[src/common/rtc_defs.svh]
// Register map and identification constants for the RTC APB interface
// All addresses are word addresses matching PADDR[11:2]
// Byte lanes are not decoded and every access is a full word
// The revision nibble is reported in the upper half of identification register 2
`ifndef RTC_DEFS_SVH
`define RTC_DEFS_SVH

// ------------------------------
// Bus widths
// ------------------------------
// APB data word and wide registers
`define RTC_DATA_W 32
// Word address bits 11 down to 2
`define RTC_ADDR_W 10

// ------------------------------
// Functional register map
// ------------------------------
`define RTC_ADDR_DR   10'h000
`define RTC_ADDR_MR   10'h001
`define RTC_ADDR_LR   10'h002
`define RTC_ADDR_CR   10'h003
`define RTC_ADDR_IMSC 10'h004
`define RTC_ADDR_RIS  10'h005
`define RTC_ADDR_MIS  10'h006
`define RTC_ADDR_ICR  10'h007

// Identification block at byte offsets 0xFE0 to 0xFFC
`define RTC_ADDR_PID0 10'h3F8
`define RTC_ADDR_PID1 10'h3F9
`define RTC_ADDR_PID2 10'h3FA
`define RTC_ADDR_PID3 10'h3FB
`define RTC_ADDR_CID0 10'h3FC
`define RTC_ADDR_CID1 10'h3FD
`define RTC_ADDR_CID2 10'h3FE
`define RTC_ADDR_CID3 10'h3FF

// ------------------------------
// Identification values
// ------------------------------
`define RTC_PERIPHID0 8'h31
`define RTC_PERIPHID1 8'h10
// Lower nibble only, revision fills the top
`define RTC_PERIPHID2 4'h4
`define RTC_PERIPHID3 8'h00
`define RTC_CELLID0   8'h0D
`define RTC_CELLID1   8'hF0
`define RTC_CELLID2   8'h05
`define RTC_CELLID3   8'hB1
`define RTC_REVISION  4'h1

`endif
[src/common/rtcRegPkg.sv]
// Register side types of the RTC peripheral
// Strobes and read select come from the address decoder
// Register state comes from the register bank and feeds the read mux and the ports
// Control, mask and clear hold only bit 0 of the written word
package rtcRegPkg;

  `include "rtc_defs.svh"

  // ------------------------------
  // Write strobes
  // ------------------------------
  // One-hot, each high for the access phase of a write to its address
  typedef struct packed
  {
    logic match;   // RTCMR
    logic load;    // RTCLR
    logic ctrl;    // RTCCR
    logic mask;    // RTCIMSC
    logic intClr;  // RTCICR
  } regWrStrobe_t;

  // ------------------------------
  // Read select
  // ------------------------------
  // Valid during the setup phase of a read, rdNone otherwise
  typedef enum logic [4:0]
  {
    rdNone  = 5'd0,
    rdData  = 5'd1,   // RTCDR input
    rdMatch = 5'd2,
    rdLoad  = 5'd3,
    rdCtrl  = 5'd4,
    rdMask  = 5'd5,
    rdRis   = 5'd6,   // Raw status input
    rdMis   = 5'd7,   // Masked status input
    rdPid0  = 5'd8,
    rdPid1  = 5'd9,
    rdPid2  = 5'd10,  // Carries the revision
    rdPid3  = 5'd11,
    rdCid0  = 5'd12,
    rdCid1  = 5'd13,
    rdCid2  = 5'd14,
    rdCid3  = 5'd15
  } regRdSel_t;

  // ------------------------------
  // Register contents
  // ------------------------------
  typedef struct packed
  {
    logic [`RTC_DATA_W-1:0] matchWord;  // Compared against the counter outside
    logic [`RTC_DATA_W-1:0] loadWord;   // Loaded into the counter outside
    logic                   enable;     // RTCEn
    logic                   mask;       // RTCIMSC
    logic                   intClr;     // RTCICR, self clearing
  } regState_t;

endpackage

[src/common/rtcBusPkg.sv]
// Bus side types of the RTC peripheral
// One APB transfer as seen at the slave pins
// The peripheral has no wait states so PREADY and PSLVERR are not carried
// PADDR is already trimmed to the word address
package rtcBusPkg;

  `include "rtc_defs.svh"

  // ------------------------------
  // APB request
  // ------------------------------
  // Field order follows the pin order of the slave port
  // The decoder is the only consumer of this struct
  typedef struct packed
  {
    logic                   sel;     // PSEL
    logic                   enable;  // PENABLE, high in access phase
    logic                   write;   // PWRITE, low for reads
    logic [`RTC_ADDR_W-1:0] addr;    // PADDR[11:2]
    logic [`RTC_DATA_W-1:0] wdata;   // PWDATA, only valid on writes
  } apbReq_t;

  // Setup phase    sel=1 enable=0
  // Access phase   sel=1 enable=1
  // Idle           sel=0

  // Address stays stable across both phases of a transfer
  // Write data only matters in the access phase
  // Total width is 3 control bits plus address plus data

endpackage

[src/source/rtcTop.sv]
// APB register interface of the RTC peripheral
// Zero wait state APB slave with no PREADY or PSLVERR
// Counter, match logic and interrupt generation sit outside this block
// RawIntSync must be synchronous to PCLK
`timescale 1ns/1ns

`include "rtc_defs.svh"

module rtcTop
(
  input  logic                    PCLK,
  input  logic                    PRESETn,     // Async, active low
  input  logic                    PSEL,
  input  logic                    PENABLE,
  input  logic                    PWRITE,
  input  logic [`RTC_ADDR_W-1:0]  PADDR,       // Word address, bits 11:2
  input  logic [`RTC_DATA_W-1:0]  PWDATA,
  input  logic [`RTC_DATA_W-1:0]  RTCDR,       // Current count
  input  logic                    RTCRIS,      // Raw interrupt status
  input  logic                    RTCMIS,      // Masked interrupt status
  input  logic                    RawIntSync,  // Synchronised raw interrupt
  output logic [`RTC_DATA_W-1:0]  PRDATA,
  output logic [`RTC_DATA_W-1:0]  RTCMR,       // Match value
  output logic [`RTC_DATA_W-1:0]  RTCLR,       // Load value
  output logic                    WrenRTCMR,   // Match write in progress
  output logic                    WrenRTCLR,   // Load write in progress
  output logic                    RTCEn,       // Counter enable
  output logic                    RTCIMSC,     // Interrupt mask
  output logic                    RTCICR       // Interrupt clear request
);

  rtcBusPkg::apbReq_t       apbReq;    // Packed APB pins
  rtcRegPkg::regWrStrobe_t  wrStrobe;
  rtcRegPkg::regRdSel_t     rdSel;
  rtcRegPkg::regState_t     regs;
  logic [`RTC_DATA_W-1:0]   wrData;    // Gated write data

  // ------------------------------
  // APB request
  // ------------------------------
  assign apbReq = '{sel: PSEL, enable: PENABLE, write: PWRITE, addr: PADDR, wdata: PWDATA};

  rtcAddrDecode uAddrDecode
  (
    .apbReq   (apbReq),
    .wrStrobe (wrStrobe),
    .rdSel    (rdSel),
    .wrData   (wrData)
  );

  rtcRegBank uRegBank
  (
    .PCLK       (PCLK),
    .PRESETn    (PRESETn),
    .wrStrobe   (wrStrobe),
    .wrData     (wrData),
    .RawIntSync (RawIntSync),
    .regs       (regs)
  );

  rtcReadMux uReadMux
  (
    .PCLK    (PCLK),
    .PRESETn (PRESETn),
    .rdSel   (rdSel),
    .regs    (regs),
    .RTCDR   (RTCDR),
    .RTCRIS  (RTCRIS),
    .RTCMIS  (RTCMIS),
    .PRDATA  (PRDATA)
  );

  // ------------------------------
  // Register outputs
  // ------------------------------
  assign RTCMR     = regs.matchWord;
  assign RTCLR     = regs.loadWord;
  assign RTCEn     = regs.enable;
  assign RTCIMSC   = regs.mask;
  assign RTCICR    = regs.intClr;
  assign WrenRTCMR = wrStrobe.match;  // Combinational, access phase only
  assign WrenRTCLR = wrStrobe.load;

endmodule

[src/rtcApbif/rtcReadMux.sv]
// Read data path of the RTC
// PRDATA is registered at the end of the setup phase
// It is valid throughout the access phase and zero in any other cycle
// Narrow sources are zero extended to a full word
`timescale 1ns/1ns

`include "rtc_defs.svh"

module rtcReadMux
(
  input  logic                    PCLK,
  input  logic                    PRESETn,  // Async, active low
  input  rtcRegPkg::regRdSel_t    rdSel,    // From decoder, setup phase only
  input  rtcRegPkg::regState_t    regs,     // From register bank
  input  logic [`RTC_DATA_W-1:0]  RTCDR,    // Counter value
  input  logic                    RTCRIS,   // Raw interrupt status
  input  logic                    RTCMIS,   // Masked interrupt status
  output logic [`RTC_DATA_W-1:0]  PRDATA    // APB read data
);

  logic [`RTC_DATA_W-1:0] nextRdata;  // D-input of PRDATA

  // Single status or control bit into bit 0
  function automatic logic [`RTC_DATA_W-1:0] extBit(input logic b);
    return {{(`RTC_DATA_W-1){1'b0}}, b};
  endfunction

  // ID byte into the low byte
  function automatic logic [`RTC_DATA_W-1:0] extByte(input logic [7:0] b);
    return {{(`RTC_DATA_W-8){1'b0}}, b};
  endfunction

  // ------------------------------
  // Source select
  // ------------------------------
  always_comb
  begin
    case (rdSel)
      rtcRegPkg::rdData:  nextRdata = RTCDR;
      rtcRegPkg::rdMatch: nextRdata = regs.matchWord;
      rtcRegPkg::rdLoad:  nextRdata = regs.loadWord;
      rtcRegPkg::rdCtrl:  nextRdata = extBit(regs.enable);
      rtcRegPkg::rdMask:  nextRdata = extBit(regs.mask);
      rtcRegPkg::rdRis:   nextRdata = extBit(RTCRIS);
      rtcRegPkg::rdMis:   nextRdata = extBit(RTCMIS);
      rtcRegPkg::rdPid0:  nextRdata = extByte(`RTC_PERIPHID0);
      rtcRegPkg::rdPid1:  nextRdata = extByte(`RTC_PERIPHID1);
      // Revision in the upper nibble
      rtcRegPkg::rdPid2:  nextRdata = extByte({`RTC_REVISION, `RTC_PERIPHID2});
      rtcRegPkg::rdPid3:  nextRdata = extByte(`RTC_PERIPHID3);
      rtcRegPkg::rdCid0:  nextRdata = extByte(`RTC_CELLID0);
      rtcRegPkg::rdCid1:  nextRdata = extByte(`RTC_CELLID1);
      rtcRegPkg::rdCid2:  nextRdata = extByte(`RTC_CELLID2);
      rtcRegPkg::rdCid3:  nextRdata = extByte(`RTC_CELLID3);
      default:            nextRdata = '0;  // rdNone
    endcase
  end

  // ------------------------------
  // Read data register
  // ------------------------------
  // Returns to zero after every access
  always_ff @(posedge PCLK or negedge PRESETn)
  begin
    if (!PRESETn)
    begin
      PRDATA <= '0;
    end
    else
    begin
      PRDATA <= nextRdata;
    end
  end

endmodule

[src/rtcApbif/rtcRegBank.sv]
// Functional registers of the RTC
// Registers load on the edge that ends the access phase of a write
// Control, mask and clear take bit 0 of the write data
// The interrupt clear bit only lives while RawIntSync is high
// RawIntSync must already be synchronised to PCLK
// Everything resets to zero on PRESETn
`timescale 1ns/1ns

`include "rtc_defs.svh"

module rtcRegBank
(
  input  logic                     PCLK,
  input  logic                     PRESETn,     // Async, active low
  input  rtcRegPkg::regWrStrobe_t  wrStrobe,    // From decoder
  input  logic [`RTC_DATA_W-1:0]   wrData,      // Gated PWDATA
  input  logic                     RawIntSync,  // Raw interrupt in PCLK domain
  output rtcRegPkg::regState_t     regs         // Current register contents
);

  rtcRegPkg::regState_t nextRegs;  // D-input of the whole bank

  // ------------------------------
  // Next state
  // ------------------------------
  always_comb
  begin
    nextRegs = regs;  // Hold by default

    // Match register
    if (wrStrobe.match)
    begin
      nextRegs.matchWord = wrData;
    end

    // Load register
    if (wrStrobe.load)
    begin
      nextRegs.loadWord = wrData;
    end

    // Control register, only the enable bit exists
    if (wrStrobe.ctrl)
    begin
      nextRegs.enable = wrData[0];
    end

    // Interrupt mask
    if (wrStrobe.mask)
    begin
      nextRegs.mask = wrData[0];
    end

    // Interrupt clear
    // A write always wins over the self clear
    // Writing 0 drops a pending request immediately
    // With no write the bit falls once the raw interrupt has gone
    if (wrStrobe.intClr)
    begin
      nextRegs.intClr = wrData[0];
    end
    else if (!RawIntSync)
    begin
      nextRegs.intClr = 1'b0;  // Interrupt gone so nothing to clear
    end
  end

  // ------------------------------
  // State
  // ------------------------------
  always_ff @(posedge PCLK or negedge PRESETn)
  begin
    if (!PRESETn)
    begin
      regs <= '0;  // Counter disabled, interrupt masked
    end
    else
    begin
      regs <= nextRegs;
    end
  end

  // Note the clear bit sees RawIntSync one edge late
  // So RTCICR falls one cycle after the raw interrupt is seen low
  // The counter side is expected to tolerate that extra cycle

endmodule

[src/rtcApbif/rtcAddrDecode.sv]
// APB address and phase decoder of the RTC
// Purely combinational, no state
// Write strobes are valid in the access phase of a write
// Read select is valid in the setup phase of a read
// Unmapped addresses give no strobe and rdNone
`timescale 1ns/1ns

`include "rtc_defs.svh"

module rtcAddrDecode
(
  input  rtcBusPkg::apbReq_t       apbReq,    // Packed APB pins
  output rtcRegPkg::regWrStrobe_t  wrStrobe,  // To register bank
  output rtcRegPkg::regRdSel_t     rdSel,     // To read mux
  output logic [`RTC_DATA_W-1:0]   wrData     // Gated PWDATA
);

  logic [`RTC_ADDR_W-1:0] gatedAddr;  // Zero while not selected
  logic                   wrPhase;    // Access phase of a write
  logic                   rdPhase;    // Setup phase of a read

  // ------------------------------
  // Bus gating
  // ------------------------------
  // Keeps internal buses quiet while another slave is addressed
  assign gatedAddr = apbReq.sel ? apbReq.addr : '0;
  assign wrData    = (apbReq.sel & apbReq.write) ? apbReq.wdata : '0;

  // Phase qualifiers
  assign wrPhase = apbReq.sel & apbReq.enable & apbReq.write;
  assign rdPhase = apbReq.sel & ~apbReq.enable & ~apbReq.write;

  // ------------------------------
  // Write strobes
  // ------------------------------
  // Read-only and ID addresses have no strobe at all
  assign wrStrobe.match  = wrPhase & (gatedAddr == `RTC_ADDR_MR);
  assign wrStrobe.load   = wrPhase & (gatedAddr == `RTC_ADDR_LR);
  assign wrStrobe.ctrl   = wrPhase & (gatedAddr == `RTC_ADDR_CR);
  assign wrStrobe.mask   = wrPhase & (gatedAddr == `RTC_ADDR_IMSC);
  assign wrStrobe.intClr = wrPhase & (gatedAddr == `RTC_ADDR_ICR);

  // ------------------------------
  // Read select
  // ------------------------------
  always_comb
  begin
    rdSel = rtcRegPkg::rdNone;  // Default covers idle, writes and holes
    if (rdPhase)
    begin
      case (gatedAddr)
        `RTC_ADDR_DR:   rdSel = rtcRegPkg::rdData;
        `RTC_ADDR_MR:   rdSel = rtcRegPkg::rdMatch;
        `RTC_ADDR_LR:   rdSel = rtcRegPkg::rdLoad;
        `RTC_ADDR_CR:   rdSel = rtcRegPkg::rdCtrl;
        `RTC_ADDR_IMSC: rdSel = rtcRegPkg::rdMask;
        `RTC_ADDR_RIS:  rdSel = rtcRegPkg::rdRis;
        `RTC_ADDR_MIS:  rdSel = rtcRegPkg::rdMis;
        // ICR is write only and reads as zero
        `RTC_ADDR_PID0: rdSel = rtcRegPkg::rdPid0;
        `RTC_ADDR_PID1: rdSel = rtcRegPkg::rdPid1;
        `RTC_ADDR_PID2: rdSel = rtcRegPkg::rdPid2;
        `RTC_ADDR_PID3: rdSel = rtcRegPkg::rdPid3;
        `RTC_ADDR_CID0: rdSel = rtcRegPkg::rdCid0;
        `RTC_ADDR_CID1: rdSel = rtcRegPkg::rdCid1;
        `RTC_ADDR_CID2: rdSel = rtcRegPkg::rdCid2;
        `RTC_ADDR_CID3: rdSel = rtcRegPkg::rdCid3;
        default:        rdSel = rtcRegPkg::rdNone;
      endcase
    end
  end

endmodule

[config.mk]
export PLATFORM = sky130hd
export DESIGN_NAME = rtcTop
export DESIGN_NICKNAME = d
export VERILOG_FILES = /design/src/common/rtcRegPkg.sv /design/src/common/rtcBusPkg.sv /design/src/source/rtcTop.sv /design/src/rtcApbif/rtcReadMux.sv /design/src/rtcApbif/rtcRegBank.sv /design/src/rtcApbif/rtcAddrDecode.sv
export VERILOG_INCLUDE_DIRS = /design/src /design/src/common
export SDC_FILE = /design/constraint.sdc
export NUM_CORES = 1
export LEC_CHECK = 0
export BUFFER_PORTS_ARGS = -buffer_cell sky130_fd_sc_hd__buf_4
export CAP_MARGIN = 20
export CORE_ASPECT_RATIO = 1.4
export CORE_MARGIN = 2
export CORE_UTILIZATION = 49
export CTS_CLUSTER_DIAMETER = 60
export DETAILED_ROUTE_END_ITERATION = 7
export GPL_ROUTABILITY_DRIVEN = 0
export PLACE_DENSITY = 0.79
export SYNTH_ARGS = -nofsm -noshare
export SYNTH_HDL_FRONTEND = slang
export SYNTH_SLANG_ARGS = --single-unit
export TNS_END_PERCENT = 50
[constraint.sdc]
create_clock -name PCLK -period 2.1 [get_ports PCLK]
set_input_delay 0.42 -clock PCLK [delete_from_list [all_inputs] [get_ports PCLK]]
set_output_delay 0.42 -clock PCLK [all_outputs]
set_load 0.01 [all_outputs]
==> impl_metrics.env <==
export IMPL_fp_row_count=41
export IMPL_dp_cells=655
export IMPL_max_slew_worst_pin_slew_ps=537
export IMPL_setup_violations=0
export IMPL_synth_seq_area_share=0.544
export IMPL_synth_compound_area_frac=0.0942
export IMPL_hp_class="input port to async pin"
export IMPL_die_w_microns=85.5
export IMPL_cp_slowest_cell="nor4_4"
export IMPL_path_clk_slew_ps=70
export IMPL_num_antenna_cells=0
export IMPL_htree_num_levels=3
export IMPL_multi_input_area_sq_mm=0.00197
export IMPL_root_buffer="clkbuf_16"
export IMPL_nets=643
export IMPL_synth_edf_count=0
export IMPL_crit_required_ps=1680
export IMPL_grt_setup_unrepaired="no"
export IMPL_critPathMaxStageDelay_ps=320
export IMPL_cp_arrival_ps=1580
export IMPL_register_area_sq_mm=0.00248
export IMPL_netlist_area_sq_mm=0.00456
export IMPL_synth_seq_cells=99
export IMPL_netlist_instances=361
export IMPL_clkPwrFrac=0.423
export IMPL_dp_hpwl_mm=9.81
export IMPL_status="finished, final reports clean"
export IMPL_synth_flop_cell="dfrtp_1"
export IMPL_final_cell_count_no_fill=673
export IMPL_crit_path_cell_trace="buf_4 > nor4_4 > nand2_2 > nor3_4 > nand3b_1 > inv_1 > buf_4"
export IMPL_leakage_nw=3.45
export IMPL_fmax_mhz=500
export IMPL_num_fill_cells=641
export IMPL_synth_xor_area_frac=0.00384
export IMPL_grt_max_degree=100
export IMPL_postRouteAntennaNets=0
export IMPL_drt_initial_drc_count=182
export IMPL_p_seq_frac=0.484
export IMPL_crit_top_cell="buf_4"
export IMPL_placement_setup_worst_slack_ps=-86.3
export IMPL_synthArstFlopShare=1.00
export IMPL_cts_buffer_depth=2
export IMPL_yosysUniqueCellTypes=47
export IMPL_slew_headroom=0.642
export IMPL_muxShareOfSynthArea=0.237
export IMPL_period_share=0.952
export IMPL_die_area_sq_mm=0.0101
export IMPL_combPwrFrac=0.093
export IMPL_yosys_area_share_simple=0.0909
export IMPL_power_density_mw_per_mm2=603
export IMPL_fin_util=0.728
export IMPL_finClkSkew_ps=3.28
export IMPL_first_global_vias=4032
export IMPL_fin_ws_ps=101
export IMPL_cp_max_fo=3
export IMPL_totalWireLength_mm=13.2
export IMPL_ir_drop_mv=0.560
export IMPL_synth_area_per_cell_sq_um=12.6
export IMPL_fp_dieH_microns=118
export IMPL_synth_fa_ha_area_frac=0
export IMPL_cts_buffers=9
export IMPL_drive_gt1_frac=0.588
export IMPL_switching_share=0.226
export IMPL_maxCapViolCount=0
export IMPL_cts_tree="yes"
export IMPL_port_buffers=182
export IMPL_finalMaxSlewViolations=0
export IMPL_grt_pass1_wl_mm=20.8
export IMPL_cp_end_kind="primary output"
export IMPL_internal_power_mw=3.07
export IMPL_hold_violations=0
export IMPL_regToRegSetupSlack_ps=870
export IMPL_ioPinCount=183
export IMPL_antenna_found_initial=0
export IMPL_clk_latency_ps=340
export IMPL_wire_per_inst_microns=19.6
export IMPL_yosys_warnings=0
export IMPL_power_switching_uw=896
export IMPL_grt_ovfl_total=0
export IMPL_syn_num_nets=443
export IMPL_min_period_ps=2000
export IMPL_drc=0
export IMPL_start_util=0.505
export IMPL_via_per_inst=5.68
export IMPL_synth_top_family_by_area="multiplexers"
export IMPL_start_kind="input port"
export IMPL_vias=3821
export IMPL_coreArea_sq_mm=0.00903
export IMPL_grt_usage=0.266
export IMPL_clock_sinks=99
export IMPL_crit_type="input port to primary output"
export IMPL_area_growth_pct=44.2
export IMPL_dr_pass1_iters=5
[final timing paths]
kind | start | endpoint | cells past startpoint
worst max register to register | uRegBank.regs[2] | uReadMux.PRDATA[0] | 4
worst max-delay path | PADDR[4] | WrenRTCLR | 7
max in group asynchronous | PRESETn | uRegBank.regs[21] | 2
worst min-delay path | PRESETn | uRegBank.regs[65] | 2
min in group PCLK | RTCDR[3] | uReadMux.PRDATA[3] | 3
worst min register to register | uRegBank.regs[0] | uRegBank.regs[0] | 2
[what timing repair did]
item | in CTS | in global routing
resized for setup | 0 | 2
setup buffers | 1 | 1
hold buffers | 0 | 0
endpoints found under the setup margin | 1 | 2
pin swaps | 1 | 3
[synth_stat cells (all sizes together), types with 2 or more instances]
master,count,area share
nor4,2,0.0093
o21a,2,0.0033
mux2,94,0.23
o41ai,2,0.0038
o22ai,2,0.0027
nor3,6,0.0077
clkbuf,10,0.0082
o32ai,2,0.0055
nand3,12,0.013
a21oi,6,0.0066
nand2,9,0.0080
a32oi,2,0.0038
nor2,32,0.027
nand4,2,0.0027
dfrtp,99,0.54
buf,16,0.020
a31oi,6,0.0082
and2,3,0.0041
and3,2,0.0027
mux2i,2,0.0044
a22oi,26,0.043
o21ai,3,0.0033
inv,3,0.0025
nand3b,2,0.0033
[critical path: cells and delay by family]
family | cells | cell delay (ps)
buffers and inverters | 3 | 390
and+or+nand+nor | 4 | 770
[per-layer routing]
| metal | track usage | wire (microns) | up-vias |
|---|---|---|---|
| met5 | 0 | 0 | - |
| met4 | 0.127 | 501 | 0 |
| met3 | 0.0687 | 797 | 38 |
| met2 | 0.477 | 7360 | 149 |
| met1 | 0.285 | 4530 | 1899 |
| li1 | - | - | 1735 |
[cell usage in the layout, fill, tap and decap left out, drive strengths merged, types with 3 or more instances in the layout]
cell type,instances
a21oi,6
a22oi,26
a31oi,6
and2,3
buf,215
clkbuf,11
dfrtp,99
inv,4
mux2,94
nand2,9
nand3,12
nor2,32
nor3,6
o21ai,3
[cell families after synthesis]
family          count (synthesis)
flops                          99
mux                            96
simple gates                   77
compound gates                 58
buf+inv                        29
xor+xnor                        2
[state kept, by name, indices dropped and copies added, names as in the netlist]
| name | count |
|---|---|
| uReadMux.PRDATA | 32 |
| uRegBank.regs | 67 |
[power by group through the flow]
| stage | Combinational (mW) | Sequential (mW) | Clock (mW) |
|---|---|---|---|
| after global placement | 0.361 | 1.95 | 0 |
| after floorplan | 0.118 | 1.96 | 0 |
| final | 0.370 | 1.92 | 1.68 |
| after detailed placement | 0.367 | 1.95 | 0 |
| after CTS | 0.369 | 1.92 | 1.70 |
| after global routing | 0.401 | 1.92 | 1.80 |
[layout make-up]
class / instances / area share
tap: 107 / 0.0204
clock inverter: 5 / 0.00914
inverter: 3 / 0.00171
clock buffer: 11 / 0.0370
timing repair buffer: 215 / 0.255
sequential: 99 / 0.377
multi-input combinational: 233 / 0.299
[per-stage QoR]
| step | TNS [ps] | area, sq um | hold slack, ps | power [mW] |
|---|---|---|---|---|
| 6_report | 0 | 6570 | 113 | 3.96 |
| 5_1_grt | 0 | 6570 | 164 | 4.12 |
| 4_1_cts | 0 | 6550 | 154 | 3.99 |
| 3_5_place_dp | -1340 | 6240 | 519 | 2.32 |
| 3_3_place_gp | -889 | 6240 | 500 | 2.31 |
| 2_1_floorplan | 0 | 4560 | 124 | 2.07 |
Note: power is estimated with default switching activity, not from simulation.
